File: src/hdl/ldq_conf_pkg.sv
package ldq_conf_pkg;

  // load queue
  localparam int LDQ_SIZE  = 4;
  localparam int LDQ_IDX_W = 2;  // log2 of LDQ_SIZE

  // miss queue slots, one-hot addressed
  localparam int LRQ_SIZE  = 8;

  // commit id from the ROB
  localparam int CMT_ID_W  = 6;

  localparam int VADDR_W   = 32;

endpackage

File: src/hdl/ldq_types_pkg.sv
package ldq_types_pkg;

  import ldq_conf_pkg::*;

  typedef logic [LDQ_IDX_W-1:0] ldq_idx_t;
  typedef logic [LDQ_SIZE-1:0]  ldq_oh_t;   // one bit per entry
  typedef logic [LRQ_SIZE-1:0]  lrq_oh_t;   // one bit per miss queue slot
  typedef logic [CMT_ID_W-1:0]  cmt_id_t;
  typedef logic [VADDR_W-1:0]   vaddr_t;

  // life of one load in the queue
  typedef enum logic [2:0] {
    FREE     = 3'd0,
    INIT     = 3'd1,  // allocated, waiting for EX1
    TLB_HAZ  = 3'd2,
    EX2_RUN  = 3'd3,
    LRQ_HAZ  = 3'd4,
    READY    = 3'd5,  // waiting for a rerun slot
    EX3_DONE = 3'd6
  } ldq_state_e;

  // EX2 outcome reported by the cache / miss queue
  typedef enum logic [2:0] {
    NONE         = 3'd0,
    L1D_CONFLICT = 3'd1,
    LRQ_ASSIGNED = 3'd2,
    LRQ_CONFLICT = 3'd3,
    LRQ_FULL     = 3'd4
  } ex2_haz_e;

endpackage

File: src/hdl/ldq_entry.sv
`timescale 1ns/1ns

module ldq_entry #(
  parameter int ENTRY_IDX = 0
) (
  input  logic                     i_clk,
  input  logic                     i_reset_n,

  input  logic                     i_alloc,
  input  ldq_types_pkg::cmt_id_t   i_disp_cmt_id,

  input  logic                     i_ex1_valid,
  input  ldq_types_pkg::ldq_idx_t  i_ex1_index,
  input  logic                     i_ex1_tlb_haz,
  input  ldq_types_pkg::vaddr_t    i_ex1_vaddr,

  input  logic                     i_ex2_valid,
  input  ldq_types_pkg::ldq_idx_t  i_ex2_index,
  input  ldq_types_pkg::ex2_haz_e  i_ex2_haz_typ,
  input  ldq_types_pkg::lrq_oh_t   i_ex2_lrq_oh,

  input  logic                     i_tlb_resolve,
  input  logic                     i_lrq_resolve_valid,
  input  ldq_types_pkg::lrq_oh_t   i_lrq_resolve_oh,

  input  logic                     i_rerun_accept,
  input  logic                     i_retire,

  output ldq_types_pkg::ldq_state_e o_state,
  output ldq_types_pkg::cmt_id_t   o_cmt_id,
  output ldq_types_pkg::vaddr_t    o_vaddr
);

  import ldq_conf_pkg::*;
  import ldq_types_pkg::*;

  localparam ldq_idx_t MY_IDX = LDQ_IDX_W'(ENTRY_IDX);

  ldq_state_e r_state;
  cmt_id_t    r_cmt_id;
  vaddr_t     r_vaddr;
  lrq_oh_t    r_lrq_oh;  // slot we are waiting on

  logic       w_ex1_hit;
  logic       w_ex2_hit;
  logic       w_lrq_same_cycle;
  ldq_state_e w_ex2_next;

  assign w_ex1_hit = i_ex1_valid && (i_ex1_index == MY_IDX);
  assign w_ex2_hit = i_ex2_valid && (i_ex2_index == MY_IDX);

  // miss queue entry freed in the very cycle we saw the conflict
  assign w_lrq_same_cycle = (i_ex2_haz_typ == LRQ_CONFLICT) &&
                            i_lrq_resolve_valid &&
                            (i_lrq_resolve_oh == i_ex2_lrq_oh);

  always_comb begin
    case (i_ex2_haz_typ)
      L1D_CONFLICT: w_ex2_next = READY;
      LRQ_ASSIGNED: w_ex2_next = READY;  // rerun to pick up the fill
      LRQ_CONFLICT: w_ex2_next = w_lrq_same_cycle ? READY : LRQ_HAZ;
      LRQ_FULL:     w_ex2_next = LRQ_HAZ;
      default:      w_ex2_next = EX3_DONE;
    endcase
  end

  always_ff @(posedge i_clk or negedge i_reset_n) begin
    if (!i_reset_n) begin
      r_state <= FREE;
    end else begin
      case (r_state)
        FREE: begin
          if (i_alloc) begin
            r_state <= INIT;
          end
        end
        INIT: begin
          if (w_ex1_hit) begin
            r_state <= i_ex1_tlb_haz ? TLB_HAZ : EX2_RUN;
          end
        end
        TLB_HAZ: begin
          if (i_tlb_resolve) begin
            r_state <= READY;
          end
        end
        EX2_RUN: begin
          if (w_ex2_hit) begin
            r_state <= w_ex2_next;
          end
        end
        LRQ_HAZ: begin
          if (i_lrq_resolve_valid && (i_lrq_resolve_oh == r_lrq_oh)) begin
            r_state <= READY;
          end
        end
        READY: begin
          if (i_rerun_accept) begin
            r_state <= INIT;  // goes back through EX1
          end
        end
        EX3_DONE: begin
          if (i_retire) begin
            r_state <= FREE;
          end
        end
        default: r_state <= FREE;
      endcase
    end
  end

  always_ff @(posedge i_clk) begin
    if ((r_state == FREE) && i_alloc) begin
      r_cmt_id <= i_disp_cmt_id;
    end
    if ((r_state == INIT) && w_ex1_hit) begin
      r_vaddr <= i_ex1_vaddr;  // kept on a TLB miss too
    end
    if ((r_state == EX2_RUN) && w_ex2_hit) begin
      r_lrq_oh <= i_ex2_lrq_oh;
    end
  end

  assign o_state  = r_state;
  assign o_cmt_id = r_cmt_id;
  assign o_vaddr  = r_vaddr;

endmodule

File: src/hdl/ldq_rerun_pick.sv
`timescale 1ns/1ns

module ldq_rerun_pick (
  input  logic                      i_clk,
  input  logic                      i_reset_n,

  input  ldq_types_pkg::ldq_state_e i_states [ldq_conf_pkg::LDQ_SIZE],
  input  ldq_types_pkg::vaddr_t     i_vaddrs [ldq_conf_pkg::LDQ_SIZE],
  input  ldq_types_pkg::ldq_idx_t   i_head,
  input  logic                      i_rerun_ready,

  output logic                      o_rerun_valid,
  output ldq_types_pkg::ldq_idx_t   o_rerun_index,
  output ldq_types_pkg::vaddr_t     o_rerun_vaddr,
  output ldq_types_pkg::ldq_oh_t    o_rerun_accept_oh
);

  import ldq_conf_pkg::*;
  import ldq_types_pkg::*;

  logic     w_any_ready;
  ldq_idx_t w_pick_idx;
  logic     r_hold;       // offer stalled last cycle
  ldq_idx_t r_hold_idx;

  // oldest first, scanning backwards so the nearest to head wins
  always_comb begin
    ldq_idx_t idx;
    w_any_ready = 1'b0;
    w_pick_idx  = i_head;
    for (int i = LDQ_SIZE - 1; i >= 0; i--) begin
      idx = i_head + ldq_idx_t'(i);
      if (i_states[idx] == READY) begin
        w_any_ready = 1'b1;
        w_pick_idx  = idx;
      end
    end
  end

  always_ff @(posedge i_clk or negedge i_reset_n) begin
    if (!i_reset_n) begin
      r_hold <= 1'b0;
    end else begin
      r_hold <= o_rerun_valid && !i_rerun_ready;
    end
  end

  always_ff @(posedge i_clk) begin
    r_hold_idx <= o_rerun_index;
  end

  // a held entry stays READY until accepted, so valid needs no hold term
  assign o_rerun_valid     = w_any_ready;
  assign o_rerun_index     = r_hold ? r_hold_idx : w_pick_idx;
  assign o_rerun_vaddr     = i_vaddrs[o_rerun_index];
  assign o_rerun_accept_oh = (o_rerun_valid && i_rerun_ready) ?
                             (ldq_oh_t'(1) << o_rerun_index) : '0;

endmodule

File: src/hdl/ldq_retire_ctl.sv
`timescale 1ns/1ns

module ldq_retire_ctl (
  input  logic                      i_clk,
  input  logic                      i_reset_n,

  input  logic                      i_disp_valid,
  input  ldq_types_pkg::ldq_state_e i_states  [ldq_conf_pkg::LDQ_SIZE],
  input  ldq_types_pkg::cmt_id_t    i_cmt_ids [ldq_conf_pkg::LDQ_SIZE],
  input  logic                      i_done_ready,

  output logic                      o_disp_ready,
  output ldq_types_pkg::ldq_idx_t   o_disp_index,
  output ldq_types_pkg::ldq_oh_t    o_alloc_oh,
  output ldq_types_pkg::ldq_idx_t   o_head,

  output logic                      o_done_valid,
  output ldq_types_pkg::ldq_idx_t   o_done_index,
  output ldq_types_pkg::cmt_id_t    o_done_cmt_id,
  output ldq_types_pkg::ldq_oh_t    o_retire_oh
);

  import ldq_conf_pkg::*;
  import ldq_types_pkg::*;

  localparam logic [LDQ_IDX_W:0] FULL_CNT = (LDQ_IDX_W + 1)'(LDQ_SIZE);

  ldq_idx_t             r_head;
  ldq_idx_t             r_tail;
  logic [LDQ_IDX_W:0]   r_count;  // entries in use

  logic                 w_disp_fire;
  logic                 w_retire;

  assign o_disp_ready = (r_count != FULL_CNT);
  assign w_disp_fire  = i_disp_valid && o_disp_ready;

  // only the head may leave, which keeps retire in program order
  assign o_done_valid = (i_states[r_head] == EX3_DONE);
  assign w_retire     = o_done_valid && i_done_ready;

  always_ff @(posedge i_clk or negedge i_reset_n) begin
    if (!i_reset_n) begin
      r_head  <= '0;
      r_tail  <= '0;
      r_count <= '0;
    end else begin
      if (w_disp_fire) begin
        r_tail <= r_tail + ldq_idx_t'(1);
      end
      if (w_retire) begin
        r_head <= r_head + ldq_idx_t'(1);
      end
      case ({w_disp_fire, w_retire})
        2'b10:   r_count <= r_count + 1'b1;
        2'b01:   r_count <= r_count - 1'b1;
        default: r_count <= r_count;  // none or both
      endcase
    end
  end

  assign o_disp_index  = r_tail;
  assign o_alloc_oh    = w_disp_fire ? (ldq_oh_t'(1) << r_tail) : '0;
  assign o_head        = r_head;

  assign o_done_index  = r_head;
  assign o_done_cmt_id = i_cmt_ids[r_head];
  assign o_retire_oh   = w_retire ? (ldq_oh_t'(1) << r_head) : '0;

endmodule

File: src/hdl/ldq_top.sv
`timescale 1ns/1ns

module ldq_top (
  input  logic                     i_clk,
  input  logic                     i_reset_n,

  // dispatch
  input  logic                     i_disp_valid,
  input  ldq_types_pkg::cmt_id_t   i_disp_cmt_id,
  output logic                     o_disp_ready,
  output ldq_types_pkg::ldq_idx_t  o_disp_index,

  // EX1 update
  input  logic                     i_ex1_valid,
  input  ldq_types_pkg::ldq_idx_t  i_ex1_index,
  input  logic                     i_ex1_tlb_haz,
  input  ldq_types_pkg::vaddr_t    i_ex1_vaddr,

  // EX2 update
  input  logic                     i_ex2_valid,
  input  ldq_types_pkg::ldq_idx_t  i_ex2_index,
  input  ldq_types_pkg::ex2_haz_e  i_ex2_haz_typ,
  input  ldq_types_pkg::lrq_oh_t   i_ex2_lrq_oh,

  // hazard release
  input  logic                     i_tlb_resolve,
  input  logic                     i_lrq_resolve_valid,
  input  ldq_types_pkg::lrq_oh_t   i_lrq_resolve_oh,

  // rerun request
  output logic                     o_rerun_valid,
  output ldq_types_pkg::ldq_idx_t  o_rerun_index,
  output ldq_types_pkg::vaddr_t    o_rerun_vaddr,
  input  logic                     i_rerun_ready,

  // retire
  output logic                     o_done_valid,
  output ldq_types_pkg::ldq_idx_t  o_done_index,
  output ldq_types_pkg::cmt_id_t   o_done_cmt_id,
  input  logic                     i_done_ready
);

  import ldq_conf_pkg::*;
  import ldq_types_pkg::*;

  ldq_state_e w_states  [LDQ_SIZE];
  cmt_id_t    w_cmt_ids [LDQ_SIZE];
  vaddr_t     w_vaddrs  [LDQ_SIZE];

  ldq_oh_t    w_alloc_oh;
  ldq_oh_t    w_retire_oh;
  ldq_oh_t    w_accept_oh;
  ldq_idx_t   w_head;

  for (genvar g = 0; g < LDQ_SIZE; g++) begin : g_entry
    ldq_entry #(
      .ENTRY_IDX (g)
    ) ldq_entry_i (
      .i_clk               (i_clk),
      .i_reset_n           (i_reset_n),
      .i_alloc             (w_alloc_oh[g]),
      .i_disp_cmt_id       (i_disp_cmt_id),
      .i_ex1_valid         (i_ex1_valid),
      .i_ex1_index         (i_ex1_index),
      .i_ex1_tlb_haz       (i_ex1_tlb_haz),
      .i_ex1_vaddr         (i_ex1_vaddr),
      .i_ex2_valid         (i_ex2_valid),
      .i_ex2_index         (i_ex2_index),
      .i_ex2_haz_typ       (i_ex2_haz_typ),
      .i_ex2_lrq_oh        (i_ex2_lrq_oh),
      .i_tlb_resolve       (i_tlb_resolve),
      .i_lrq_resolve_valid (i_lrq_resolve_valid),
      .i_lrq_resolve_oh    (i_lrq_resolve_oh),
      .i_rerun_accept      (w_accept_oh[g]),
      .i_retire            (w_retire_oh[g]),
      .o_state             (w_states[g]),
      .o_cmt_id            (w_cmt_ids[g]),
      .o_vaddr             (w_vaddrs[g])
    );
  end

  ldq_rerun_pick ldq_rerun_pick_i (
    .i_clk             (i_clk),
    .i_reset_n         (i_reset_n),
    .i_states          (w_states),
    .i_vaddrs          (w_vaddrs),
    .i_head            (w_head),  // age reference
    .i_rerun_ready     (i_rerun_ready),
    .o_rerun_valid     (o_rerun_valid),
    .o_rerun_index     (o_rerun_index),
    .o_rerun_vaddr     (o_rerun_vaddr),
    .o_rerun_accept_oh (w_accept_oh)
  );

  ldq_retire_ctl ldq_retire_ctl_i (
    .i_clk         (i_clk),
    .i_reset_n     (i_reset_n),
    .i_disp_valid  (i_disp_valid),
    .i_states      (w_states),
    .i_cmt_ids     (w_cmt_ids),
    .i_done_ready  (i_done_ready),
    .o_disp_ready  (o_disp_ready),
    .o_disp_index  (o_disp_index),
    .o_alloc_oh    (w_alloc_oh),
    .o_head        (w_head),
    .o_done_valid  (o_done_valid),
    .o_done_index  (o_done_index),
    .o_done_cmt_id (o_done_cmt_id),
    .o_retire_oh   (w_retire_oh)
  );

endmodule

File: config.mk
export PLATFORM = sky130hd
export DESIGN_NAME = ldq_top
export DESIGN_NICKNAME = d
export VERILOG_FILES = /design/src/hdl/ldq_conf_pkg.sv /design/src/hdl/ldq_types_pkg.sv /design/src/hdl/ldq_entry.sv /design/src/hdl/ldq_rerun_pick.sv /design/src/hdl/ldq_retire_ctl.sv /design/src/hdl/ldq_top.sv
export SDC_FILE = /design/constraint.sdc
export NUM_CORES = 1
export LEC_CHECK = 0
export ABC_AREA = 1
export BUFFER_PORTS_ARGS = -buffer_cell sky130_fd_sc_hd__buf_2
export CORE_MARGIN = 10
export CORE_UTILIZATION = 58
export DETAILED_ROUTE_END_ITERATION = 8
export HOLD_SLACK_MARGIN = 0.06
export PLACE_DENSITY = 0.8
export SYNTH_ARGS = -nofsm -noshare
export SYNTH_HDL_FRONTEND = slang
export SYNTH_SLANG_ARGS = --single-unit
File: constraint.sdc
create_clock -name i_clk -period 4.4 [get_ports i_clk]
set_clock_uncertainty 0.05 [all_clocks]
set_input_delay 0.88 -clock i_clk [delete_from_list [all_inputs] [get_ports i_clk]]
set_output_delay 0.88 -clock i_clk [all_outputs]
set_load 0.05 [all_outputs]
# [Word-level counts from Yosys, hierarchy flattened]
# Index checks and enable logic that the tools add are counted.
[classes] n_shift=3 n_eq_ne=75 n_addsub=6 magnitude_cmp=5 reduce_logical=43 bitwise=5 n_mux=63
[ops] operator="$mux W3" count=33
[ops] operator="$pmux W3 S7" count=4
[ops] operator="$bmux W32 S2" count=1
[ops] operator="$mux W32" count=2
[ops] operator="$eq A3 B3 Y1 const B" count=18
[ops] operator="$ne A2 B1 Y1 const B" count=24
[ops] operator="$eq A8 B8 Y1" count=5
[ops] operator="$eq A3 B2 Y1 const B" count=10
[ops] operator="$logic_and A1 B1 Y1" count=30
[ops] operator="$reduce_and A7 Y1" count=4
[ops] operator="$bmux W3 S2" count=4
[ops] operator="$eq A3 B1 Y1 const B" count=5
[ops] operator="$ge A3 B3 Y1 const B" count=5
[ops] operator="$not A2 Y3" count=5
[ops] operator="$bmux W6 S2" count=1
[ops] operator="$logic_not A3 Y1" count=4
[ops] operator="$mux W4" count=3
[ops] operator="$mux W6" count=2
[ops] operator="$shl A1 B2 Y4 const A" count=3
[ops] operator="$eq A2 B2 Y1 const B" count=5
[ops] operator="$mux W2" count=5
[ops] operator="$ne A2 B2 Y1 const B" count=4
[ops] operator="$eq A2 B1 Y1 const B" count=3
[ops] operator="$mux W1" count=6
[ops] operator="11 further kinds" count=14
[totals] reg_bits=206 input_bits=71 out_inout_bits=47

# [Depth between registers and ports, before layout]
[depth] ltp_word=15 ltp_mapped=21 depth_no_buf=18

# [By module]
# Synthesis repeated with hierarchy kept, for this count alone.
[hier_totals] cells_unflattened=1216 area_unflattened_um2=10730.3
[by_module_without_submodules] mod="ldq_entry at g_entry[1].ldq_entry_i ..." seq_area_each_um2=1456.4 n_inst=2 cells_per_inst=172 area_per_inst_um2=2011.9
[by_module_without_submodules] mod="ldq_entry at g_entry[0].ldq_entry_i" seq_area_each_um2=1456.4 n_inst=1 cells_per_inst=170 area_per_inst_um2=2020.7
[by_module_without_submodules] mod="ldq_entry at g_entry[3].ldq_entry_i" seq_area_each_um2=1456.4 n_inst=1 cells_per_inst=169 area_per_inst_um2=1996.9
[by_module_without_submodules] mod="ldq_rerun_pick" seq_area_each_um2=65.1 n_inst=1 cells_per_inst=420 area_per_inst_um2=1896.8
[by_module_without_submodules] mod="ldq_retire_ctl" seq_area_each_um2=175.2 n_inst=1 cells_per_inst=113 area_per_inst_um2=792.0

# [Least setup slack after synthesis]
# No wires, ideal clock.
[synth_path] path_type="register to output" from="register ldq_retire_ctl_i.r_head[0] (netlist: ldq_retire_ctl_i.o_done_index[0])" to="output port o_rerun_vaddr[22]" t_arrival_ps=3328 required_time_ps=3470 stages_incl_launch_ff=18 setup_slack_ps=142 path_cell_list="dfrtp_1 -> buf_6 -> inv_4 -> buf_6 -> clkbuf_1 -> ha_1 -> inv_1 -> nand3_1 -> nor2_2 -> nor2_2 -> nand3_1 -> nand2_1 -> a21oi_2 -> nand2_2 -> nand2_4 -> buf_2 -> nand3_1 -> nand4_1"
[synth_between] elab_chain_cells=15
[synth_lines] item="start: declaration" line="ldq_retire_ctl.sv:28" rtl="ldq_idx_t r_head;"
[synth_lines] item="start signal: assignment" line="ldq_retire_ctl.sv:52" rtl="r_head <= r_head + ldq_idx_t'(1);"
[synth_lines] item="$add A2 B2 Y2" line="ldq_rerun_pick.sv:32" rtl="idx = i_head + ldq_idx_t'(i);"
[synth_lines] item="$not A2 Y3 (not written as such)" line="ldq_rerun_pick.sv:33" rtl="if (i_states[idx] == READY) begin"
[synth_lines] item="$bmux W3 S2" line="ldq_rerun_pick.sv:33"
[synth_lines] item="$mux W3 (not written as such) (2 in series)" line="ldq_rerun_pick.sv:33"
[synth_lines] item="$eq A3 B3 Y1" line="ldq_rerun_pick.sv:33"
[synth_lines] item="$mux W2 (3 in series)" line="ldq_rerun_pick.sv:33"
[synth_lines] item="$mux W2 *" line="ldq_rerun_pick.sv:33"
[synth_lines] item="$mux W2 *" line="ldq_rerun_pick.sv:54" rtl="assign o_rerun_index = r_hold ? r_hold_idx : w_pick_idx;"
[synth_lines] item="via o_rerun_index[1]" line="ldq_top.sv:32" rtl="output ldq_types_pkg::ldq_idx_t o_rerun_index,"
[synth_lines] item="$not A2 Y3 (not written as such) *" line="ldq_rerun_pick.sv:55" rtl="assign o_rerun_vaddr = i_vaddrs[o_rerun_index];"
[synth_lines] item="$bmux W32 S2 *" line="ldq_rerun_pick.sv:55"
[synth_lines] item="$mux W32 (not written as such) * (2 in series)" line="ldq_rerun_pick.sv:55"
[synth_lines] item="end: declaration" line="ldq_top.sv:33" rtl="output ldq_types_pkg::vaddr_t o_rerun_vaddr,"
# The timed path passes the listed nets; every way through them passes the cells marked *. The select of a mux whose other input is x is not followed.

# [Final worst setup path]
[layout_path] from="register ldq_retire_ctl_i.r_head[0] (netlist: ldq_retire_ctl_i.o_done_index[0])" to="output port o_rerun_vaddr[0]"
[layout_between] elab_chain_cells=15
[layout_lines] item="$add A2 B2 Y2" line="ldq_rerun_pick.sv:32"
[layout_lines] item="$not A2 Y3 (not written as such)" line="ldq_rerun_pick.sv:33"
[layout_lines] item="$bmux W3 S2" line="ldq_rerun_pick.sv:33"
[layout_lines] item="$mux W3 (not written as such) (2 in series)" line="ldq_rerun_pick.sv:33"
[layout_lines] item="$eq A3 B3 Y1" line="ldq_rerun_pick.sv:33"
[layout_lines] item="$mux W2 (3 in series)" line="ldq_rerun_pick.sv:33"
[layout_lines] item="$mux W2 *" line="ldq_rerun_pick.sv:33"
[layout_lines] item="$mux W2 *" line="ldq_rerun_pick.sv:54"
[layout_lines] item="$not A2 Y3 (not written as such) *" line="ldq_rerun_pick.sv:55"
[layout_lines] item="$bmux W32 S2 *" line="ldq_rerun_pick.sv:55"
[layout_lines] item="$mux W32 (not written as such) * (2 in series)" line="ldq_rerun_pick.sv:55"
# Mark *: on every way between the ends. The rest lies on a longest branch, timed or not. The select of a mux whose other input is x is not followed.

==> impl_metrics.tcl <==
set metrics [dict create \
    status "finished, final reports clean" \
    synth.yosys.seq_area_share_pct 65.3 \
    clk_latency_ns 0.49 \
    critical_path_class "flop to primary output" \
    syn-cell-area_sq_mm 0.00930 \
    io_buffers 117 \
    worst-path-buf-inv 4 \
    fin_crit_ns 4.19 \
    path_clk_slew_ns 0.06 \
    finalCritPeriodShare_pct 95.2 \
    dr.first_iter.drc_count 520 \
    fp.dieW_microns 147 \
    ys_types 40 \
    ant_nets 0 \
    fillers 1162 \
    finalHoldViolCount 0 \
    io_pins 118 \
    multi_input_area_sq_mm 0.00280 \
    reg2reg_slack_ns 1.46 \
    routabilityCongestion 0.855 \
    grt_overflow 0 \
    ys_warn_count 0 \
    grt_pass1_vias 6742 \
    first_pass_iters 5 \
    grt_start_max_net_pins 37 \
    syn_nets 930 \
    cts.sinks 206 \
    antenna_found_initial 1 \
    arrival_ns 3.26 \
    crit_family "simple AND/OR/NAND/NOR gates" \
    initial_core_util_pct 58.9 \
    hold_path_class "input pin to asynchronous set/reset pin" \
    rsz0062_at_grt "true" \
    finalSetupTns_ns 0 \
    cp_max_fo 33 \
    core_area_sq_mm 0.0158 \
    htreeDepth 1 \
    post-route-drc-count 0 \
    ys_seq_elements 206 \
    avgSynthCellArea_sq_um 10.9 \
    relSlewSlack_pct 26.2 \
    synth-edff-count 184 \
    cts_buffers 21 \
    max_freq_mhz 239 \
    register_area_sq_mm 0.00607 \
    slew_viol_final 0 \
    gr-usage-all-layers_pct 19.3 \
    fp.dieH_microns 147 \
    fp-row-count 46 \
    clockBufferDepth 3 \
    cts_root_buffer "clkbuf_16" \
    grt_pass1_wl_mm 34.3 \
    vias_per_cell 5.63 \
    cp.required_ns 3.47 \
    cp_slowest_stage_delay_ns 0.43 \
    crit_path_frequent_cell "nand3_1" \
    num_vias 6754 \
    max_cap_viol_count 0 \
    tightestPinTransition_ns 1.10 \
    cts_tree "done" \
    end_kind "primary output" \
    synth_top_area_share_pct 59.4 \
    setup-violations-final 0 \
    drive_gt1_share_pct 19.9 \
    postSynthCellCount 849 \
    wl_per_cell_microns 18.1 \
    die_area_sq_mm 0.0215 \
    nets 1049 \
    synth_ff_type "edfxtp_1" \
    synth.area.top_cells "edfxtp_1, nand2_1, nand3_1" \
    async_flop_share_pct 9.71 \
    drt-total-wl_mm 21.7 \
    hpwlAfterDp_mm 14.2 \
    synth_top_cell_by_area "edfxtp_1" \
    worstSetupStartpointType "flop" \
    slowest_stage "dfrtp_1" \
    crit_chain "inv_6 -> ha_1 -> inv_1 -> nand3_1 -> nor2_2 -> nor2_2 -> nand3_1 -> nand2_1 -> a21oi_2 -> nand2_2 -> nand2_4 -> buf_6 -> nand3_1 -> nand4_1 -> buf_2" \
    syn_to_final_growth_pct 17.0 \
]
==> synthesized netlist by cell type (6+ instances only) <==
cell	count
nand3_1	110
or2_2	7
ha_1	9
buf_2	22
a21oi_1	10
xnor2_1	12
nor2_1	48
nand2_1	210
o21ai_0	25
nor3_1	10
edfxtp_1	184
o22ai_1	9
buf_6	8
xor2_1	10
nand4_1	39
clkbuf_1	6
dfrtp_1	20
inv_1	58
==> layout make-up <==
type	instances	area share, %
flip-flops and latches	206	55.8
multi-input cells	544	25.8
repair buffers	132	6.86
clock buffers	25	5.06
well taps	216	2.49
inverters	63	2.22
clock inverters	13	1.81
diodes	1	0.0230
==> state kept, by name (all words and copies together) (netlist names) <==
name and flops:
g_entry.ldq_entry_i.r_lrq_oh 32, ldq_retire_ctl_i.r_count 3, ldq_rerun_pick_i.r_hold_idx 2, ldq_retire_ctl_i.o_done_index 2
g_entry.ldq_entry_i.o_cmt_id 24, g_entry.ldq_entry_i.o_vaddr 128, ldq_rerun_pick_i.r_hold 1, ldq_retire_ctl_i.o_disp_index 2
g_entry.ldq_entry_i.o_state 12
==> logic make-up after synthesis <==
group                    share of synthesized area, %
flip-flops                                       65.3
AO/OA/AOI/OAI                                    4.54
AND/OR/NAND/NOR                                  21.6
XOR/XNOR                                         2.07
buffers and inverters                            5.13
adder cells (fa/ha/maj)                          1.43
==> final timing paths <==
kind                                                         startpoint                                       endpoint  cells after the start
max in group asynchronous                                     i_reset_n   ldq_retire_ctl_i.o_done_index[0]$_DFFE_PN0P_                      1
min in group i_clk              ldq_retire_ctl_i.r_count[2]$_DFFE_PN0P_        ldq_retire_ctl_i.r_count[2]$_DFFE_PN0P_                      1
max                        ldq_retire_ctl_i.o_done_index[0]$_DFFE_PN0P_                               o_rerun_vaddr[0]                     15
max reg2reg                ldq_retire_ctl_i.o_done_index[0]$_DFFE_PN0P_  g_entry[3].ldq_entry_i.o_state[0]$_DFFE_PN0P_                     17
min reg2reg                     ldq_retire_ctl_i.r_count[2]$_DFFE_PN0P_        ldq_retire_ctl_i.r_count[2]$_DFFE_PN0P_                      1
min                                                           i_reset_n        ldq_retire_ctl_i.r_count[0]$_DFFE_PN0P_                      1
==> repair_timing <==
| action | 4_1_cts | 5_1_grt |
|---|---|---|
| setup endpoints to repair | 0 | 32 |
| hold buffers | 0 | 0 |
| resized for setup | 0 | 8 |
| setup buffers | 0 | 3 |
==> layer usage <==
metal  part of all wire, %  global-route usage, %  vias to the layer above
met4                   2.6                   6.36                        2
met5                 0.065                      0                        -
met3                   7.5                   3.80                       52
met2                    48                   32.3                      282
met1                    42                   24.6                     3177
li1                      -                      -                     3241
==> cells in the final DEF (no fill, tap or decap), drive strengths merged, types with 10 or more instances in the layout <==
master / count
o21ai: 26
nand3: 110
xor2: 10
buf: 132
edfxtp: 184
inv: 62
dfrtp: 20
xnor2: 12
a21oi: 11
nor3: 10
clkbuf: 25
nor2: 55
nand2: 216
nand4: 39
==> per-stage QoR <==
step	cells	hold slack (ns)	worst slack, ns	util, %	area (sq um)
after global routing	1199	0.323	-0.00234	68.9	10900
after detailed placement	1157	0.422	0.534	63.7	10100
after global placement	1157	0.413	0.662	63.7	10100
after CTS	1195	0.305	0.0258	68.5	10800
final	1200	0.292	0.213	68.9	10900
after floorplan	849	0.396	0.142	-	9300
Power is not shown: default switching activity piles up to over one toggle a cycle in this logic, so the estimate is an artifact.
